===== config.mk =====
export PLATFORM = sky130hd
export DESIGN_NAME = fetch_unit_top
export DESIGN_NICKNAME = d
export VERILOG_FILES = /design/src/design/fetch_pkg.sv /design/src/design/fetch_pc_stage.sv /design/src/design/fetch_unit_top.sv /design/src/design/fetch_word_reader.sv /design/src/design/inst_decoder.sv
export SDC_FILE = /design/constraint.sdc
export NUM_CORES = 1
export LEC_CHECK = 0
export ABC_CLOCK_PERIOD_IN_PS = 3900
export BUFFER_PORTS_ARGS = -buffer_cell sky130_fd_sc_hd__clkbuf_2
export CAP_MARGIN = 10
export CORE_ASPECT_RATIO = 1.1
export CORE_MARGIN = 10
export CORE_UTILIZATION = 35
export DETAILED_ROUTE_END_ITERATION = 8
export PLACE_DENSITY = 0.71
export SYNTH_ARGS = -nofsm -noshare
export SYNTH_HDL_FRONTEND = slang
export SYNTH_SLANG_ARGS = --single-unit

===== constraint.sdc =====
create_clock -name clk -period 3.9 [get_ports clk]
set_clock_uncertainty 0.1 [all_clocks]
set_input_delay 0.78 -clock clk [delete_from_list [all_inputs] [get_ports clk]]
set_output_delay 0.78 -clock clk [all_outputs]
set_load 0.1 [all_outputs]

===== src/design/fetch_pkg.sv =====
package fetch_pkg;

	// R-format view of one instruction word
	typedef struct packed {
		logic [5:0] opcode;
		logic [4:0] rs;
		logic [4:0] rt;
		logic [4:0] rd;
		logic [4:0] shamt;
		logic [5:0] funct;
	} inst_r_t;

	// I-format view of the same word
	typedef struct packed {
		logic [5:0] opcode;
		logic [4:0] rs;
		logic [4:0] rt;
		logic [15:0] imm;
	} inst_i_t;

	// one word, decoded either way
	typedef union packed {
		inst_r_t r;
		inst_i_t i;
	} inst_word_u;

	// instruction classes, sorted by opcode range
	typedef enum logic [2:0] {
		// opcode 0
		CLASS_ALU_REG = 3'd0,
		// opcodes 8 to 15
		CLASS_ALU_IMM = 3'd1,
		// opcodes 32 to 37
		CLASS_LOAD    = 3'd2,
		// opcodes 40 to 43
		CLASS_STORE   = 3'd3,
		// opcodes 1 and 4 to 7
		CLASS_BRANCH  = 3'd4,
		CLASS_OTHER   = 3'd5
	} inst_class_e;

	// decode result per lane, 54 bits
	typedef struct packed {
		inst_class_e inst_class;
		// rs
		logic [4:0] src_a;
		// rt
		logic [4:0] src_b;
		logic [4:0] dest;
		logic has_dest;
		// sign-extended, zero for register ALU ops
		logic [31:0] imm;
		logic is_ctrl;
		logic [1:0] reserved;
	} decode_info_t;

endpackage


===== src/design/fetch_pc_stage.sv =====
`timescale 1ns/10ps

module fetch_pc_stage #(
	parameter int FETCH_SIZE = 2,
	parameter int TAG_WIDTH = 16
) (
	input  logic clk,
	input  logic rst_n,
	input  logic flush_i,

	input  logic fetch_valid_i,
	input  logic [31:0] fetch_pc_i,
	input  logic [FETCH_SIZE-1:0] fetch_mask_i,
	input  logic [TAG_WIDTH-1:0] fetch_tag_i,
	output logic fetch_ready_o,

	output logic s1_valid_o,
	output logic [31:0] s1_pc_o,
	output logic [FETCH_SIZE-1:0] s1_mask_o,
	output logic [TAG_WIDTH-1:0] s1_tag_o,
	input  logic s2_ready_i
);

	// low for the first cycle out of reset
	logic running;
	logic s1_valid;
	logic [31:0] s1_pc;
	logic [FETCH_SIZE-1:0] s1_mask;
	logic [TAG_WIDTH-1:0] s1_tag;
	logic take;
	logic drain;

	// group moves into the word reader
	assign drain = s1_valid & s2_ready_i;

	// empty or draining, never on a flush edge
	assign fetch_ready_o = running & ~flush_i & (~s1_valid | s2_ready_i);
	assign take = fetch_valid_i & fetch_ready_o;

	always_ff @(posedge clk) begin
		if (!rst_n) begin
			running <= 1'b0;
		end else begin
			running <= 1'b1;
		end
	end

	always_ff @(posedge clk) begin
		if (!rst_n) begin
			s1_valid <= 1'b0;
		end else if (flush_i) begin
			s1_valid <= 1'b0;
		end else if (take) begin
			s1_valid <= 1'b1;
		end else if (drain) begin
			s1_valid <= 1'b0;
		end
	end

	// payload only moves on a take, so it holds under stall
	always_ff @(posedge clk) begin
		if (take) begin
			s1_pc <= fetch_pc_i;
			s1_mask <= fetch_mask_i;
			s1_tag <= fetch_tag_i;
		end
	end

	assign s1_valid_o = s1_valid;
	assign s1_pc_o = s1_pc;
	assign s1_mask_o = s1_mask;
	assign s1_tag_o = s1_tag;

endmodule


===== src/design/fetch_unit_top.sv =====
`timescale 1ns/10ps

module fetch_unit_top #(
	parameter int FETCH_SIZE = 2,
	parameter int TAG_WIDTH = 16
) (
	input  logic clk,
	input  logic rst_n,
	input  logic flush_i,

	input  logic fetch_valid_i,
	input  logic [31:0] fetch_pc_i,
	input  logic [FETCH_SIZE-1:0] fetch_mask_i,
	input  logic [TAG_WIDTH-1:0] fetch_tag_i,
	output logic fetch_ready_o,

	output logic out_valid_o,
	output logic [31:0] out_pc_o,
	output logic [FETCH_SIZE-1:0] out_mask_o,
	output logic [TAG_WIDTH-1:0] out_tag_o,
	output fetch_pkg::decode_info_t [FETCH_SIZE-1:0] out_decode_o,
	input  logic out_ready_i,

	output logic bus_req_valid_o,
	output logic [31:0] bus_req_addr_o,
	input  logic bus_req_ready_i,
	input  logic bus_resp_valid_i,
	input  logic [31:0] bus_resp_data_i
);

	// pc stage to word reader
	logic s1_valid;
	logic [31:0] s1_pc;
	logic [FETCH_SIZE-1:0] s1_mask;
	logic [TAG_WIDTH-1:0] s1_tag;
	logic s2_ready;

	fetch_pc_stage #(
		.FETCH_SIZE (FETCH_SIZE),
		.TAG_WIDTH  (TAG_WIDTH)
	) u_pc_stage (
		.clk           (clk),
		.rst_n         (rst_n),
		.flush_i       (flush_i),
		.fetch_valid_i (fetch_valid_i),
		.fetch_pc_i    (fetch_pc_i),
		.fetch_mask_i  (fetch_mask_i),
		.fetch_tag_i   (fetch_tag_i),
		.fetch_ready_o (fetch_ready_o),
		.s1_valid_o    (s1_valid),
		.s1_pc_o       (s1_pc),
		.s1_mask_o     (s1_mask),
		.s1_tag_o      (s1_tag),
		.s2_ready_i    (s2_ready)
	);

	fetch_word_reader #(
		.FETCH_SIZE (FETCH_SIZE),
		.TAG_WIDTH  (TAG_WIDTH)
	) u_word_reader (
		.clk              (clk),
		.rst_n            (rst_n),
		.flush_i          (flush_i),
		.s1_valid_i       (s1_valid),
		.s1_pc_i          (s1_pc),
		.s1_mask_i        (s1_mask),
		.s1_tag_i         (s1_tag),
		.s2_ready_o       (s2_ready),
		.bus_req_valid_o  (bus_req_valid_o),
		.bus_req_addr_o   (bus_req_addr_o),
		.bus_req_ready_i  (bus_req_ready_i),
		.bus_resp_valid_i (bus_resp_valid_i),
		.bus_resp_data_i  (bus_resp_data_i),
		.out_valid_o      (out_valid_o),
		.out_pc_o         (out_pc_o),
		.out_mask_o       (out_mask_o),
		.out_tag_o        (out_tag_o),
		.out_decode_o     (out_decode_o),
		.out_ready_i      (out_ready_i)
	);

endmodule


===== src/design/fetch_word_reader.sv =====
`timescale 1ns/10ps

module fetch_word_reader #(
	parameter int FETCH_SIZE = 2,
	parameter int TAG_WIDTH = 16
) (
	input  logic clk,
	input  logic rst_n,
	input  logic flush_i,

	input  logic s1_valid_i,
	input  logic [31:0] s1_pc_i,
	input  logic [FETCH_SIZE-1:0] s1_mask_i,
	input  logic [TAG_WIDTH-1:0] s1_tag_i,
	output logic s2_ready_o,

	output logic bus_req_valid_o,
	output logic [31:0] bus_req_addr_o,
	input  logic bus_req_ready_i,
	input  logic bus_resp_valid_i,
	input  logic [31:0] bus_resp_data_i,

	output logic out_valid_o,
	output logic [31:0] out_pc_o,
	output logic [FETCH_SIZE-1:0] out_mask_o,
	output logic [TAG_WIDTH-1:0] out_tag_o,
	output fetch_pkg::decode_info_t [FETCH_SIZE-1:0] out_decode_o,
	input  logic out_ready_i
);

	localparam int LANE_W = (FETCH_SIZE > 1) ? $clog2(FETCH_SIZE) : 1;
	// clears lane and byte bits of the pc
	localparam logic [31:0] BASE_MASK = ~((32'(FETCH_SIZE) << 2) - 32'd1);

	// one-hot bus states
	localparam logic [2:0] ST_IDLE = 3'b001;
	localparam logic [2:0] ST_REQ  = 3'b010;
	localparam logic [2:0] ST_WAIT = 3'b100;

	logic [2:0] state;
	logic [2:0] state_nxt;
	logic held;
	logic [31:0] s2_pc;
	logic [FETCH_SIZE-1:0] s2_mask;
	logic [TAG_WIDTH-1:0] s2_tag;
	logic [FETCH_SIZE-1:0] need;
	logic [LANE_W-1:0] lane;
	fetch_pkg::decode_info_t [FETCH_SIZE-1:0] dec_q;
	fetch_pkg::decode_info_t resp_decode;
	logic out_fire;
	logic load;
	logic resp_take;

	assign out_valid_o = held & ~|need & ~flush_i;
	assign out_fire = out_valid_o & out_ready_i;
	assign s2_ready_o = (state == ST_IDLE) & (~held | out_fire);
	assign load = s1_valid_i & s2_ready_o & ~flush_i;

	// lowest lane still needed
	always_comb begin
		lane = '0;
		for (int k = FETCH_SIZE - 1; k >= 0; k--) begin
			if (need[k]) begin
				lane = LANE_W'(k);
			end
		end
	end

	assign bus_req_valid_o = (state == ST_REQ);
	assign bus_req_addr_o = (s2_pc & BASE_MASK) | (32'(lane) << 2);

	// a response after a flush finds its need bit gone and is dropped
	assign resp_take = (state == ST_WAIT) & bus_resp_valid_i & need[lane] & ~flush_i;

	always_comb begin
		state_nxt = state;
		case (state)
			ST_IDLE: begin
				if (|need && !flush_i) begin
					state_nxt = ST_REQ;
				end
			end
			ST_REQ: begin
				// accepted reads complete even when flushed
				if (bus_req_ready_i) begin
					state_nxt = ST_WAIT;
				end else if (flush_i) begin
					state_nxt = ST_IDLE;
				end
			end
			ST_WAIT: begin
				if (bus_resp_valid_i) begin
					state_nxt = ST_IDLE;
				end
			end
			default: begin
				state_nxt = ST_IDLE;
			end
		endcase
	end

	always_ff @(posedge clk) begin
		if (!rst_n) begin
			state <= ST_IDLE;
			held <= 1'b0;
			need <= '0;
		end else begin
			state <= state_nxt;
			if (flush_i) begin
				held <= 1'b0;
				need <= '0;
			end else if (load) begin
				held <= 1'b1;
				need <= s1_mask_i;
			end else begin
				if (out_fire) begin
					held <= 1'b0;
				end
				if (resp_take) begin
					need[lane] <= 1'b0;
				end
			end
		end
	end

	// unwanted lanes stay zero from the load
	always_ff @(posedge clk) begin
		if (load) begin
			s2_pc <= s1_pc_i;
			s2_mask <= s1_mask_i;
			s2_tag <= s1_tag_i;
			dec_q <= '0;
		end else if (resp_take) begin
			dec_q[lane] <= resp_decode;
		end
	end

	inst_decoder u_decoder (
		.inst_i   (bus_resp_data_i),
		.decode_o (resp_decode)
	);

	assign out_pc_o = s2_pc;
	assign out_mask_o = s2_mask;
	assign out_tag_o = s2_tag;
	assign out_decode_o = dec_q;

endmodule


===== src/design/inst_decoder.sv =====
`timescale 1ns/10ps

module inst_decoder (
	input  logic [31:0] inst_i,
	output fetch_pkg::decode_info_t decode_o
);

	fetch_pkg::inst_word_u word;
	fetch_pkg::inst_class_e cls;
	logic [5:0] opcode;
	logic [4:0] dest;
	logic writes_reg;
	logic [31:0] imm_sext;

	assign word = inst_i;
	// opcode sits in the same bits in both views
	assign opcode = word.r.opcode;

	always_comb begin
		case (opcode)
			6'd0: begin
				cls = fetch_pkg::CLASS_ALU_REG;
			end
			6'd8, 6'd9, 6'd10, 6'd11, 6'd12, 6'd13, 6'd14, 6'd15: begin
				cls = fetch_pkg::CLASS_ALU_IMM;
			end
			6'd32, 6'd33, 6'd34, 6'd35, 6'd36, 6'd37: begin
				cls = fetch_pkg::CLASS_LOAD;
			end
			6'd40, 6'd41, 6'd42, 6'd43: begin
				cls = fetch_pkg::CLASS_STORE;
			end
			6'd1, 6'd4, 6'd5, 6'd6, 6'd7: begin
				cls = fetch_pkg::CLASS_BRANCH;
			end
			default: begin
				cls = fetch_pkg::CLASS_OTHER;
			end
		endcase
	end

	// destination register by class
	always_comb begin
		case (cls)
			fetch_pkg::CLASS_ALU_REG: begin
				dest = word.r.rd;
				writes_reg = 1'b1;
			end
			fetch_pkg::CLASS_ALU_IMM, fetch_pkg::CLASS_LOAD: begin
				dest = word.i.rt;
				writes_reg = 1'b1;
			end
			default: begin
				dest = 5'd0;
				writes_reg = 1'b0;
			end
		endcase
	end

	// register ALU words have no immediate
	assign imm_sext = (cls == fetch_pkg::CLASS_ALU_REG) ? 32'd0 :
		{{16{word.i.imm[15]}}, word.i.imm};

	always_comb begin
		decode_o.inst_class = cls;
		decode_o.src_a = word.i.rs;
		decode_o.src_b = word.i.rt;
		decode_o.dest = dest;
		// writes to r0 are dropped
		decode_o.has_dest = writes_reg & (dest != 5'd0);
		decode_o.imm = imm_sext;
		decode_o.is_ctrl = (cls == fetch_pkg::CLASS_BRANCH);
		decode_o.reserved = 2'b00;
	end

endmodule


==> flow_summary.rst, run 1 <==
.. list-table::
   :header-rows: 1

   * - Metric
     - Value
   * - Outcome
     - finished, final reports clean
   * - Area of the core region
     - ~19000 sq um
   * - Max rail drop VDD
     - 277 uV
   * - Most repeated library cell on the critical path
     - clkbuf_2
   * - Most frequent cells in the layout
     - 275 x clkbuf_2, 100 x edfxtp_1, 92 x nand2_1
   * - Switching power total
     - 1.02 mW
   * - Post-Place Worst Slack
     - between 500 and 600 ps
   * - Area added between synthesis and finish
     - 26.5%
   * - Final worst path period need
     - roughly 3400 ps
   * - Floorplan die height
     - between 150 and 200 um
   * - Clk Latency, worst-skew pair
     - 430 ps
   * - Setup slack of the critical path after layout
     - 497 ps
   * - Switching share of power
     - between 20% and 30%
   * - Via count
     - between 4000 and 5000
   * - Cell chain of the critical path
     - clkbuf_2 -> or4b_4 -> and2_1 -> o21ai_0 -> and3_1 -> clkbuf_2
   * - Half-perimeter wire length after detailed placement
     - 13700 um
   * - Detailed Route Iter0 Violations
     - approximately 310
   * - Number of placement rows
     - 52
   * - H-tree levels
     - 4
   * - Clock-pin slew of the registers on the worst-case setup and hold paths
     - about 80 ps
   * - Power share of the combinational group
     - about 5%
   * - Main area contributors after synthesis
     - edfxtp_1 45%, dfxtp_1 24%, buf_4 8.1%
   * - Highest attainable clock frequency
     - between 200 and 300 MHz
   * - Buf/Inv on CP
     - 2
   * - Total leakage power
     - around 3.5 nW
   * - Cell with the largest stage delay on the worst path
     - or4b_4
   * - Initial core utilization
     - between 30% and 40%
   * - Period utilisation layout
     - 87.3%
   * - Die Width
     - roughly 150 um
   * - Setup TNS after final layout
     - 0 ps
   * - Most common cell after layout, fill and taps aside
     - clkbuf_2
   * - Seq/Total Area, Yosys
     - slightly below 70%
   * - Number of port buffers
     - 275
   * - Setup repair after global routing missed its margin
     - false
   * - Netlist Area Pre-Place
     - approximately 6700 sq um
   * - Type of the setup path with the least slack
     - in2out
   * - Crit path DAT
     - between 2000 and 3000 ps
   * - Weighted congestion reported at the end of routability-driven placement
     - 0.789
   * - Worst-case hold slack
     - just over 300 ps
   * - Number of vias per cell after detailed routing
     - 4.62
   * - Instance count of the mapped netlist
     - between 500 and 600
   * - Warning count from the yosys run
     - 0
   * - Family with the most delay on the worst path
     - simple AND/OR/NAND/NOR gates
   * - Max-slew violation count
     - 0
   * - Synthesized area divided by synthesized cell count
     - 12.0 sq um
   * - Beginning of the worst register-to-register path
     - u_word_reader.need[0]$_SDFFE_PP0P_
   * - Power density of the placed cells
     - around 470 nW/um^2
   * - Number of nets in the finished design
     - about 860
   * - DRC violation count after routing
     - 0
   * - Via count of the first global-routing pass
     - 4681
   * - Hold Startpoint
     - u_pc_stage.s1_pc_o[20]$_DFFE_PP_
   * - Launching element of the worst setup path
     - flush_i
   * - Drt pass-1 iters
     - 4
   * - Crit. End Element
     - primary output
   * - Routed WL
     - 18700 um
   * - Remaining Overflow, GRT
     - 0
   * - Synth area leader
     - edfxtp_1
   * - Proportion of power drawn by flip-flops and latches
     - roughly half
   * - Total routing usage reported by global routing
     - 14.3%
   * - Layout cell share with drive strength beyond 1
     - 41.0%
   * - Clock tree root driver cell
     - clkbuf_16
   * - Antenna violations before repair
     - 0
   * - Critical-path maximum fanout
     - 4
   * - Clock tree from TritonCTS
     - done
   * - Internal power
     - approximately 3.0 mW
   * - Path type of the worst min-delay path
     - reg2reg
   * - Post-CTS Setup Bufs
     - 0
   * - Design Power
     - ~4.0 mW
   * - Final hold violations
     - 0
   * - Wire length of the first global-routing pass
     - roughly 27000 um
   * - CTS buffer count
     - 17
   * - Clk sinks
     - between 150 and 200
   * - Worst slew margin
     - 20.1%
   * - WP data required
     - ~3000 ps
   * - Diode insertion count for antenna repair
     - 0
   * - Delay of the slowest cell on the worst path
     - around 510 ps
   * - Max-cap violation count
     - 0
   * - Count of cells resized by post-cts repair
     - 0
   * - Distinct cells, synth
     - 38
   * - Maximum buffer depth of the clock tree
     - 2
   * - Launching element type of the critical path
     - input port
   * - Area enclosed by the die boundary
     - around 25000 sq um
   * - Antenna-violating nets left
     - 0
   * - Final setup fails
     - 0
   * - Number of synthesized register bits
     - 180
   * - Clock Power Share
     - approximately 44%
   * - Top-level I/O count
     - between 200 and 300
   * - Routed wirelength normalized by instance count
     - roughly 18 um
   * - CTS Hold Bufs
     - 0
   * - Pin count of the biggest net entering global routing
     - around 130
   * - Synth top area share
     - roughly 45%
   * - Transition time of the tightest slew-check pin
     - between 1000 and 1500 ps
[path summary, 6_finish.rpt]
check | to | slack (ps) | cells past startpoint
hold reg to reg | u_word_reader.out_pc_o[20]$_DFFE_PP_ | 310 | 0
hold / removal | u_word_reader.out_pc_o[20]$_DFFE_PP_ | 310 | 0
setup / recovery | fetch_ready_o | 500 | 6
setup reg to reg | u_pc_stage.s1_pc_o[5]$_DFFE_PP_ | 1220 | 5
[registers in the layout, indices dropped and copies added (netlist names)]
signal                      count
u_word_reader.out_decode_o     72
u_pc_stage.s1_pc_o             32
u_word_reader.out_pc_o         32
u_pc_stage.s1_tag_o            16
u_word_reader.out_tag_o        16
u_word_reader.state             3
u_pc_stage.s1_mask_o            2
u_word_reader.need              2
u_word_reader.out_mask_o        2
u_pc_stage.running              1
u_pc_stage.s1_valid_o           1
u_word_reader.held              1
[area by class of cell]
cell class | count | area [sq um]
sequential | 180 | 4600
fill | 1767 | 10100
inverter | 4 | 15.0
clock buffer | 17 | 425
multi-input combinational | 283 | 1430
clock inverter | 15 | 211
tap | 243 | 304
timing repair buffer | 281 | 1450
[worst reg2reg max path, stage by stage (launching register included)]
cell and delay, ps:
dfxtp_1 390, or4b_4 560, and2_1 190, o21ai_0 260, and4_2 580, buf_12 270
[power groups by stage]
stage | registers (mW) | logic, mW | clock network (mW)
after global placement | 2.07 | 0.193 | 0
after CTS | 2.03 | 0.196 | 1.79
final | 2.03 | 0.195 | 1.76
after detailed placement | 2.07 | 0.195 | 0
after global routing | 2.03 | 0.207 | 1.87
after floorplan | 2.10 | 0.0911 | 0
[layer usage]
layer	routed length [um]	part of all wire [%]	up-vias	track usage, %
li1	-	-	2315	-
met1	6990	37	2215	15.7
met2	9610	51	172	24.7
met3	1770	9.5	21	5.28
met4	301	1.6	0	5.03
met5	0	0	-	0
[per-stage QoR]
stage / cells / utilization [%] / cell area [sq um]
2_1_floorplan: 562 / - / 6690
3_3_place_gp: 991 / 42.1 / 7800
3_5_place_dp: 991 / 42.1 / 7800
4_1_cts: 1023 / 45.5 / 8440
5_1_grt: 1023 / 45.5 / 8440
6_report: 1023 / 45.5 / 8440
[kinds of logic after synthesis]
logic type	Yosys count	synth area share, %
AO/OA/AOI/OAI	92	8.35
XOR/XNOR	1	0.131
buffers and inverters	99	9.85
flip-flops	180	69.0
other	1	0.0562
AND/OR/NAND/NOR	184	12.6
[synthesized netlist by cell type]
cell / number
or4b_4: 1
a311oi_1: 12
nor2b_1: 5
nand3_1: 39
and2_0: 1
o211ai_1: 2
inv_1: 4
a221oi_1: 1
nor4bb_1: 1
o211a_1: 1
nor3_1: 6
dfxtp_1: 80
o21bai_1: 1
buf_2: 12
conb_1: 1
nand2b_1: 3
or3b_2: 1
a21o_1: 1
or4_1: 2
nor3b_1: 1
and3_1: 4
xnor2_1: 1
or2_2: 1
a211oi_1: 3
a21boi_0: 1
a21oi_1: 63
edfxtp_1: 100
nor2_1: 22
a2111oi_4: 1
nor4b_1: 1
nand3b_1: 1
nand2_1: 92
and2_1: 1
clkbuf_1: 11
o21ai_0: 6
and4_1: 1
buf_4: 72
or4bb_1: 1
Power figures use the tool's default switching activity.
==> run 2, diff against run 1 <==
Settings changed: BUFFER_PORTS_ARGS -buffer_cell sky130_fd_sc_hd__clkbuf_2 to unset, DONT_BUFFER_PORTS set to 1, PLACE_DENSITY 0.71 to 0.58.
==> run 2 against run 1 <==
  * Worst setup slack better by 200 ps
  * Wire length shrank 4.3%
  * Flip-flop and latch count is the same
  * Utilization shrank 2.1 points
  * Final area down 4.7%
  * First-iteration DRC count shrank 46%
  * Die area did not move
  * Register-to-register slack better by 50 ps
  * Sequential share of layout area increased by 2.8 points
  * Via count shrank 15%
  * Maximum frequency increased by 6.3%
  * Clock-buffer cell count unchanged
==> flow_summary.rst, run 2 (synthesized netlist as in run 1, its figures left out) <==
.. list-table::
   :header-rows: 1

   * - Metric
     - Value
   * - Via count of the first global-routing pass
     - 3977 (-15%)
   * - Clk Latency, worst-skew pair
     - 410 ps (-20 ps)
   * - Critical-path maximum fanout
     - 8 (+4)
   * - Drt pass-1 iters
     - 5 (+1)
   * - Design Power
     - 3.85 mW (-3.1%)
   * - Routed wirelength normalized by instance count
     - 22.6 um (+24%)
   * - Routed WL
     - 17900 um (-4.3%)
   * - Crit. End Element
     - primary output
   * - Floorplan die height
     - 165 um (unchanged)
   * - Number of vias per cell after detailed routing
     - 5.05 (+9.3%)
   * - Flip-flop count of the largest register after layout
     - 72 (unchanged)
   * - Type of the setup path with the least slack
     - reg2out
   * - Remaining Overflow, GRT
     - 0 (unchanged)
   * - Diode insertion count for antenna repair
     - 0 (unchanged)
   * - WP data required
     - 3020 ps (about the same)
   * - Post-CTS Setup Bufs
     - 0 (unchanged)
   * - Most frequent cells in the layout
     - 100 x edfxtp_1, 92 x nand2_1, 78 x dfxtp_1
   * - Wire length of the first global-routing pass
     - 25600 um (-6.2%)
   * - CTS Hold Bufs
     - 0 (unchanged)
   * - Antenna violations before repair
     - 0 (unchanged)
   * - Total routing usage reported by global routing
     - 13.7% (-0.61 points)
   * - Area enclosed by the die boundary
     - 25000 sq um (unchanged)
   * - Pin count of the biggest net entering global routing
     - 61 (-52%)
   * - Global routing usage on met3
     - 8.79% (+3.5 points)
   * - Cell with the largest stage delay on the worst path
     - or4b_4
   * - Half-perimeter wire length after detailed placement
     - 13500 um (-1.4%)
   * - Clock tree from TritonCTS
     - done
   * - Number of port buffers
     - 0 (-100%)
   * - Power density of the placed cells
     - 479 nW/um^2 (+1.7%)
   * - Weighted congestion reported at the end of routability-driven placement
     - 0.759 (-3.9%)
   * - Maximum buffer depth of the clock tree
     - 2 (unchanged)
   * - Clock-pin slew of the registers on the worst-case setup and hold paths
     - 70 ps (about the same)
   * - Number of placement rows
     - 52 (unchanged)
   * - Cell chain of the critical path
     - or4b_4 -> and2_1 -> o21ai_0 -> and3_1 -> buf_4
   * - H-tree levels
     - 4 (unchanged)
   * - Max-cap violation count
     - 0 (unchanged)
   * - Top-level I/O count
     - 282 (unchanged)
   * - Family with the most delay on the worst path
     - simple AND/OR/NAND/NOR gates
   * - Final setup fails
     - 0 (unchanged)
   * - Final core utilization
     - 43.4% (-2.1 points)
   * - Antenna-violating nets left
     - 0 (unchanged)
   * - DRC violation count after routing
     - 0 (unchanged)
   * - Max rail drop VDD
     - 272 uV (-1.6%)
   * - Global routing met2 resource utilization
     - 21.6% (-3.1 points)
   * - Number of nets in the finished design
     - 625 (-27%)
   * - Storage cell area
     - 4610 sq um (+0.16%)
   * - Highest attainable clock frequency
     - 313 MHz (+6.3%)
   * - Crit path DAT
     - 2320 ps (-200 ps)
   * - # fillers
     - 1672 (-5.4%)
   * - Max-slew violation count
     - 0 (unchanged)
   * - Outcome
     - finished, final reports clean
   * - Worst slew margin
     - 27.2% (+7.1 points)
   * - Most common cell after layout, fill and taps aside
     - edfxtp_1
   * - Non-filler instance count after layout
     - 792 (-23%)
   * - Initial core utilization
     - 36.0% (unchanged)
   * - Area added between synthesis and finish
     - 20.6%
   * - Clk sinks
     - 180 (unchanged)
   * - Setup repair after global routing missed its margin
     - false
   * - Final hold violations
     - 0 (unchanged)
   * - Path type of the worst min-delay path
     - in2reg
   * - Setup TNS after final layout
     - 0 ps (unchanged)
   * - Total leakage power
     - 2.73 nW (-21%)
   * - Total area of multi-input combinational cells
     - 1440 sq um (+0.35%)
   * - Global route hottest layer
     - met2
   * - Count of placed standard cells including taps
     - 759 (-23%)
   * - Met1 Use GR
     - 14.8% (-0.97 points)
   * - Transition time of the tightest slew-check pin
     - 1090 ps (-101 ps)
   * - Delay of the slowest cell on the worst path
     - 560 ps (+50 ps)
   * - CTS buffer count
     - 17 (unchanged)
   * - Clock tree root driver cell
     - clkbuf_16
   * - Buf/Inv on CP
     - 1 (-1)
   * - Count of cells resized by post-cts repair
     - 0 (unchanged)
   * - Detailed Route Iter0 Violations
     - 169 (-46%)
   * - Area of the core region
     - 18500 sq um (unchanged)
   * - Period utilisation layout
     - 82.0% (-5.2 points)
   * - Die Width
     - 152 um (unchanged)
   * - Launching element type of the critical path
     - flip-flop
   * - Via count
     - 3996 (-15%)
   * - Final worst path period need
     - 3200 ps (-203 ps)
   * - Layout cell share with drive strength beyond 1
     - 16.9% (-24 points)
[run 2: cell types whose count changed in the layout (fill, tap and decap cells not counted), sizes merged]
cell and delta:
clkbuf -275, bufinv +1, buf +44, clkinv -5
clkinvlp +2, inv +2
[run 2: final timing paths]
path	endpoint	start	cells after the start	slack (ps)
setup / recovery	fetch_ready_o	u_word_reader.need[0]$_SDFFE_PP0P_	5	700
hold / removal	u_pc_stage.running$_DFF_P_	rst_n	0	290
setup reg to reg	u_word_reader.out_decode_o[37]$_SDFFE_PP0P_	u_word_reader.need[0]$_SDFFE_PP0P_	4	1270
hold reg to reg	u_word_reader.out_tag_o[3]$_DFFE_PP_	u_pc_stage.s1_tag_o[3]$_DFFE_PP_	0	320
[run 2: per-stage QoR]
step | hold WS, ps | setup WS, ps | instance area, sq um
finish | 285 | 700 | 8040
global route | 255 | 544 | 8040
CTS | 258 | 681 | 8020
detailed placement | 305 | 806 | 7430
global placement | 300 | 852 | 7430
floorplan | 300 | 422 | 6690
[run 2: layout make-up]
class	count	share of cell area (%)
clock buffers	17	5.29
clock inverters	15	2.01
inverters	4	0.187
multi-input cells	283	17.8
flip-flops and latches	180	57.3
well taps	243	3.78
repair buffers	50	13.6
[run 2: report_power, final]
part	switching, mW	leakage [nW]	internal (mW)
registers	0.0449	1.56	2.02
logic	0.0845	0.884	0.0313
clock network	0.763	0.286	0.911
total	0.892	2.73	2.96
[run 2: layer usage]
layer  vias up  wire (um)
met5         -          0
met4         0        210
met3        15       2740
met2       212       8400
met1      1923       6520
li1       1846          -
==> run 3, diff against run 2 <==
Settings changed: ABC_CLOCK_PERIOD_IN_PS 3900 to 2900, PLACE_DENSITY 0.58 to 0.6.
Clock period 3.9 ns to 2.9 ns, I/O delays scaled along.
==> run 3 against run 2 <==
  * Combinational power is 65% higher
  * Sequential share of layout area is 3.7 points lower
  * Flip-flop and latch count stayed put
  * Die area stayed put
  * Via count is 7.6% higher
  * Worst setup slack worse by 630 ps
  * Clock power is 48% higher
  * Wire length is 6.6% higher
  * Critical path depth stayed put
  * Register-to-register slack worse by 710 ps
  * Clock-buffer cell count stayed put
==> flow_summary.rst, run 3 (synthesized netlist as in run 1, its figures left out) <==
.. list-table::
   :header-rows: 1

   * - Metric
     - Value
   * - Max-slew violation count
     - 0 (unchanged)
   * - Final core utilization
     - 46.4% (+3.0 points)
   * - Initial core utilization
     - 36.0% (unchanged)
   * - Antenna violations before repair
     - 1 (+1)
   * - WP data required
     - 2220 ps (-800 ps)
   * - R2R cell count
     - 5 (+1)
   * - Top-level I/O count
     - 282 (unchanged)
   * - Worst Hold End
     - u_pc_stage.running$_DFF_P_
   * - Most common cell after layout, fill and taps aside
     - edfxtp_1
   * - Crit. End Element
     - primary output
   * - Area enclosed by the die boundary
     - 25000 sq um (unchanged)
   * - Routed WL
     - 19000 um (+6.6%)
   * - CTS Hold Bufs
     - 0 (unchanged)
   * - Number of nets in the finished design
     - 688 (+10%)
   * - Worst Hold Path Cells
     - 0 (unchanged)
   * - Cell chain of the critical path
     - or4b_4 -> and2_1 -> o21ai_2 -> and3_2 -> buf_12
   * - H-tree levels
     - 4 (unchanged)
   * - Clock tree root driver cell
     - clkbuf_16
   * - Half-perimeter wire length after detailed placement
     - 14300 um (+6.2%)
   * - Die Width
     - 152 um (unchanged)
   * - DP Area
     - 7950 sq um (+7.0%)
   * - Via count of the first global-routing pass
     - 4275 (+7.5%)
   * - Number of vias per cell after detailed routing
     - 5.03 (-0.34%)
   * - Design Power
     - 5.41 mW (+40%)
   * - Maximum buffer depth of the clock tree
     - 2 (unchanged)
   * - Antenna-violating nets left
     - 0 (unchanged)
   * - Area of all placed cells without fillers
     - 8600 sq um (+6.9%)
   * - Delay of the slowest cell on the worst path
     - 580 ps (+20 ps)
   * - Global routing met2 resource utilization
     - 23.0% (+1.5 points)
   * - Period utilisation layout
     - between 90% and 100%
   * - Cell with the largest stage delay on the worst path
     - or4b_4
   * - Layout cell share with drive strength beyond 1
     - 26.0% (+9.0 points)
   * - Drt pass-1 iters
     - 5 (unchanged)
   * - Clock tree from TritonCTS
     - done
   * - Max-cap violation count
     - 0 (unchanged)
   * - Total routing usage reported by global routing
     - 14.4% (+0.79 points)
   * - Critical-path maximum fanout
     - 5 (-3)
   * - Count of placed standard cells including taps
     - 823 (+8.4%)
   * - Setup TNS after final layout
     - 0 ps (unchanged)
   * - Hold Startpoint
     - rst_n
   * - Launching element type of the critical path
     - flip-flop
   * - DRC violation count after routing
     - 0 (unchanged)
   * - Crit path DAT
     - 2150 ps (-170 ps)
   * - Area of the core region
     - 18500 sq um (unchanged)
   * - Clock-pin slew of the registers on the worst-case setup and hold paths
     - 70 ps (about the same)
   * - Area added between synthesis and finish
     - 28.9%
   * - Floorplan die height
     - 165 um (unchanged)
   * - Final hold violations
     - 0 (unchanged)
   * - Flip-flop count of the largest register after layout
     - 72 (unchanged)
   * - Global routing usage on met3
     - 9.20% (+0.41 points)
   * - Max rail drop VDD
     - 427 uV (+57%)
   * - Routed wirelength normalized by instance count
     - 22.3 um (-1.3%)
   * - Worst-case hold slack
     - 80.9 ps (-205 ps)
   * - Weighted congestion reported at the end of routability-driven placement
     - 0.805 (+6.0%)
   * - Met1 Use GR
     - 15.8% (+1.1 points)
   * - Pin count of the biggest net entering global routing
     - 51 (-16%)
   * - Number of port buffers
     - 0 (unchanged)
   * - Family with the most delay on the worst path
     - simple AND/OR/NAND/NOR gates
   * - Type of the setup path with the least slack
     - reg2out
   * - Remaining Overflow, GRT
     - 0 (unchanged)
   * - Beginning of the worst register-to-register path
     - u_word_reader.need[1]$_SDFFE_PP0P_
   * - Diode insertion count for antenna repair
     - 0 (unchanged)
   * - Highest attainable clock frequency
     - 353 MHz
   * - Final worst path period need
     - between 2000 and 3000 ps
   * - Path type of the worst min-delay path
     - in2reg
   * - Transition time of the tightest slew-check pin
     - 1010 ps (-87.6 ps)
   * - Wire length of the first global-routing pass
     - 26800 um (+4.8%)
   * - CTS buffer count
     - 17 (unchanged)
   * - Detailed Route Iter0 Violations
     - 271 (+60%)
   * - Buf/Inv on CP
     - 1 (unchanged)
   * - Clk Latency, worst-skew pair
     - 420 ps (about the same)
   * - Via count
     - 4299 (+7.6%)
   * - Flop2flop setup slack
     - 560 ps (-710 ps)
   * - Number of placement rows
     - 52 (unchanged)
   * - Post-Place Worst Slack
     - 234 ps (-572 ps)
   * - Outcome
     - finished, final reports clean
   * - Critical R2R Capture
     - u_pc_stage.s1_pc_o[26]$_DFFE_PP_
   * - Most frequent cells in the layout
     - 100 x edfxtp_1, 92 x nand2_1, 77 x dfxtp_1
   * - Power density of the placed cells
     - 630 nW/um^2 (+31%)
   * - Clk sinks
     - 180 (unchanged)
   * - Global route hottest layer
     - met2
   * - Non-filler instance count after layout
     - 855 (+8.0%)
   * - Final setup fails
     - 0 (unchanged)
   * - Worst slew margin
     - 32.8% (+5.6 points)
   * - Total leakage power
     - 3.08 nW (+13%)
   * - Setup slack of the critical path after layout
     - 67.7 ps (-632 ps)
-- run 3: area by class of cell --
cell class	count	area, sq um
Fill cell	1611	9950
Inverter	4	15.0
Clock buffer	17	425
Tap cell	243	304
Clock inverter	15	216
Sequential cell	180	4610
Timing Repair Buffer	113	1580
Multi-Input combinational cell	283	1440
-- run 3: worst reg2reg max path: stages, from the launching register on --
cell     delay, ps
dfxtp_1        350
or4b_4         580
and2_1         210
o21ai_2        180
and4_2         290
buf_12         270
-- run 3: layer usage --
layer / share of wire [%] / up-vias
li1: - / 1967
met3: 15 / 26
met1: 36 / 2060
met4: 1.0 / 2
met2: 47 / 244
met5: 0.068 / -
-- run 3: timing repair --
action	CTS	global route
buffers inserted	0	0
resized for setup	1	2
cloned	0	0
setup endpoints to repair	1	1
-- run 3: how the worst max path moves through the flow --
stage | from | to | slack, ps | cells past startpoint
2_1_floorplan | flush_i | u_pc_stage.s1_mask_o[0]$_DFFE_PP_ | 100 | 4
3_3_place_gp | flush_i | fetch_ready_o | 310 | 5
3_5_place_dp | flush_i | fetch_ready_o | 230 | 5
4_1_cts | u_word_reader.need[0]$_SDFFE_PP0P_ | fetch_ready_o | 1 | 5
5_1_grt | u_word_reader.need[1]$_SDFFE_PP0P_ | fetch_ready_o | -0.3 | 5
6_report | u_word_reader.need[1]$_SDFFE_PP0P_ | fetch_ready_o | 70 | 5
-- run 3: power breakdown --
group / internal, mW / total, mW / switching (mW)
sequential: 2.72 / 2.75 / 0.0327
combinational: 0.0471 / 0.191 / 0.144
clock: 1.47 / 2.47 / 1.00
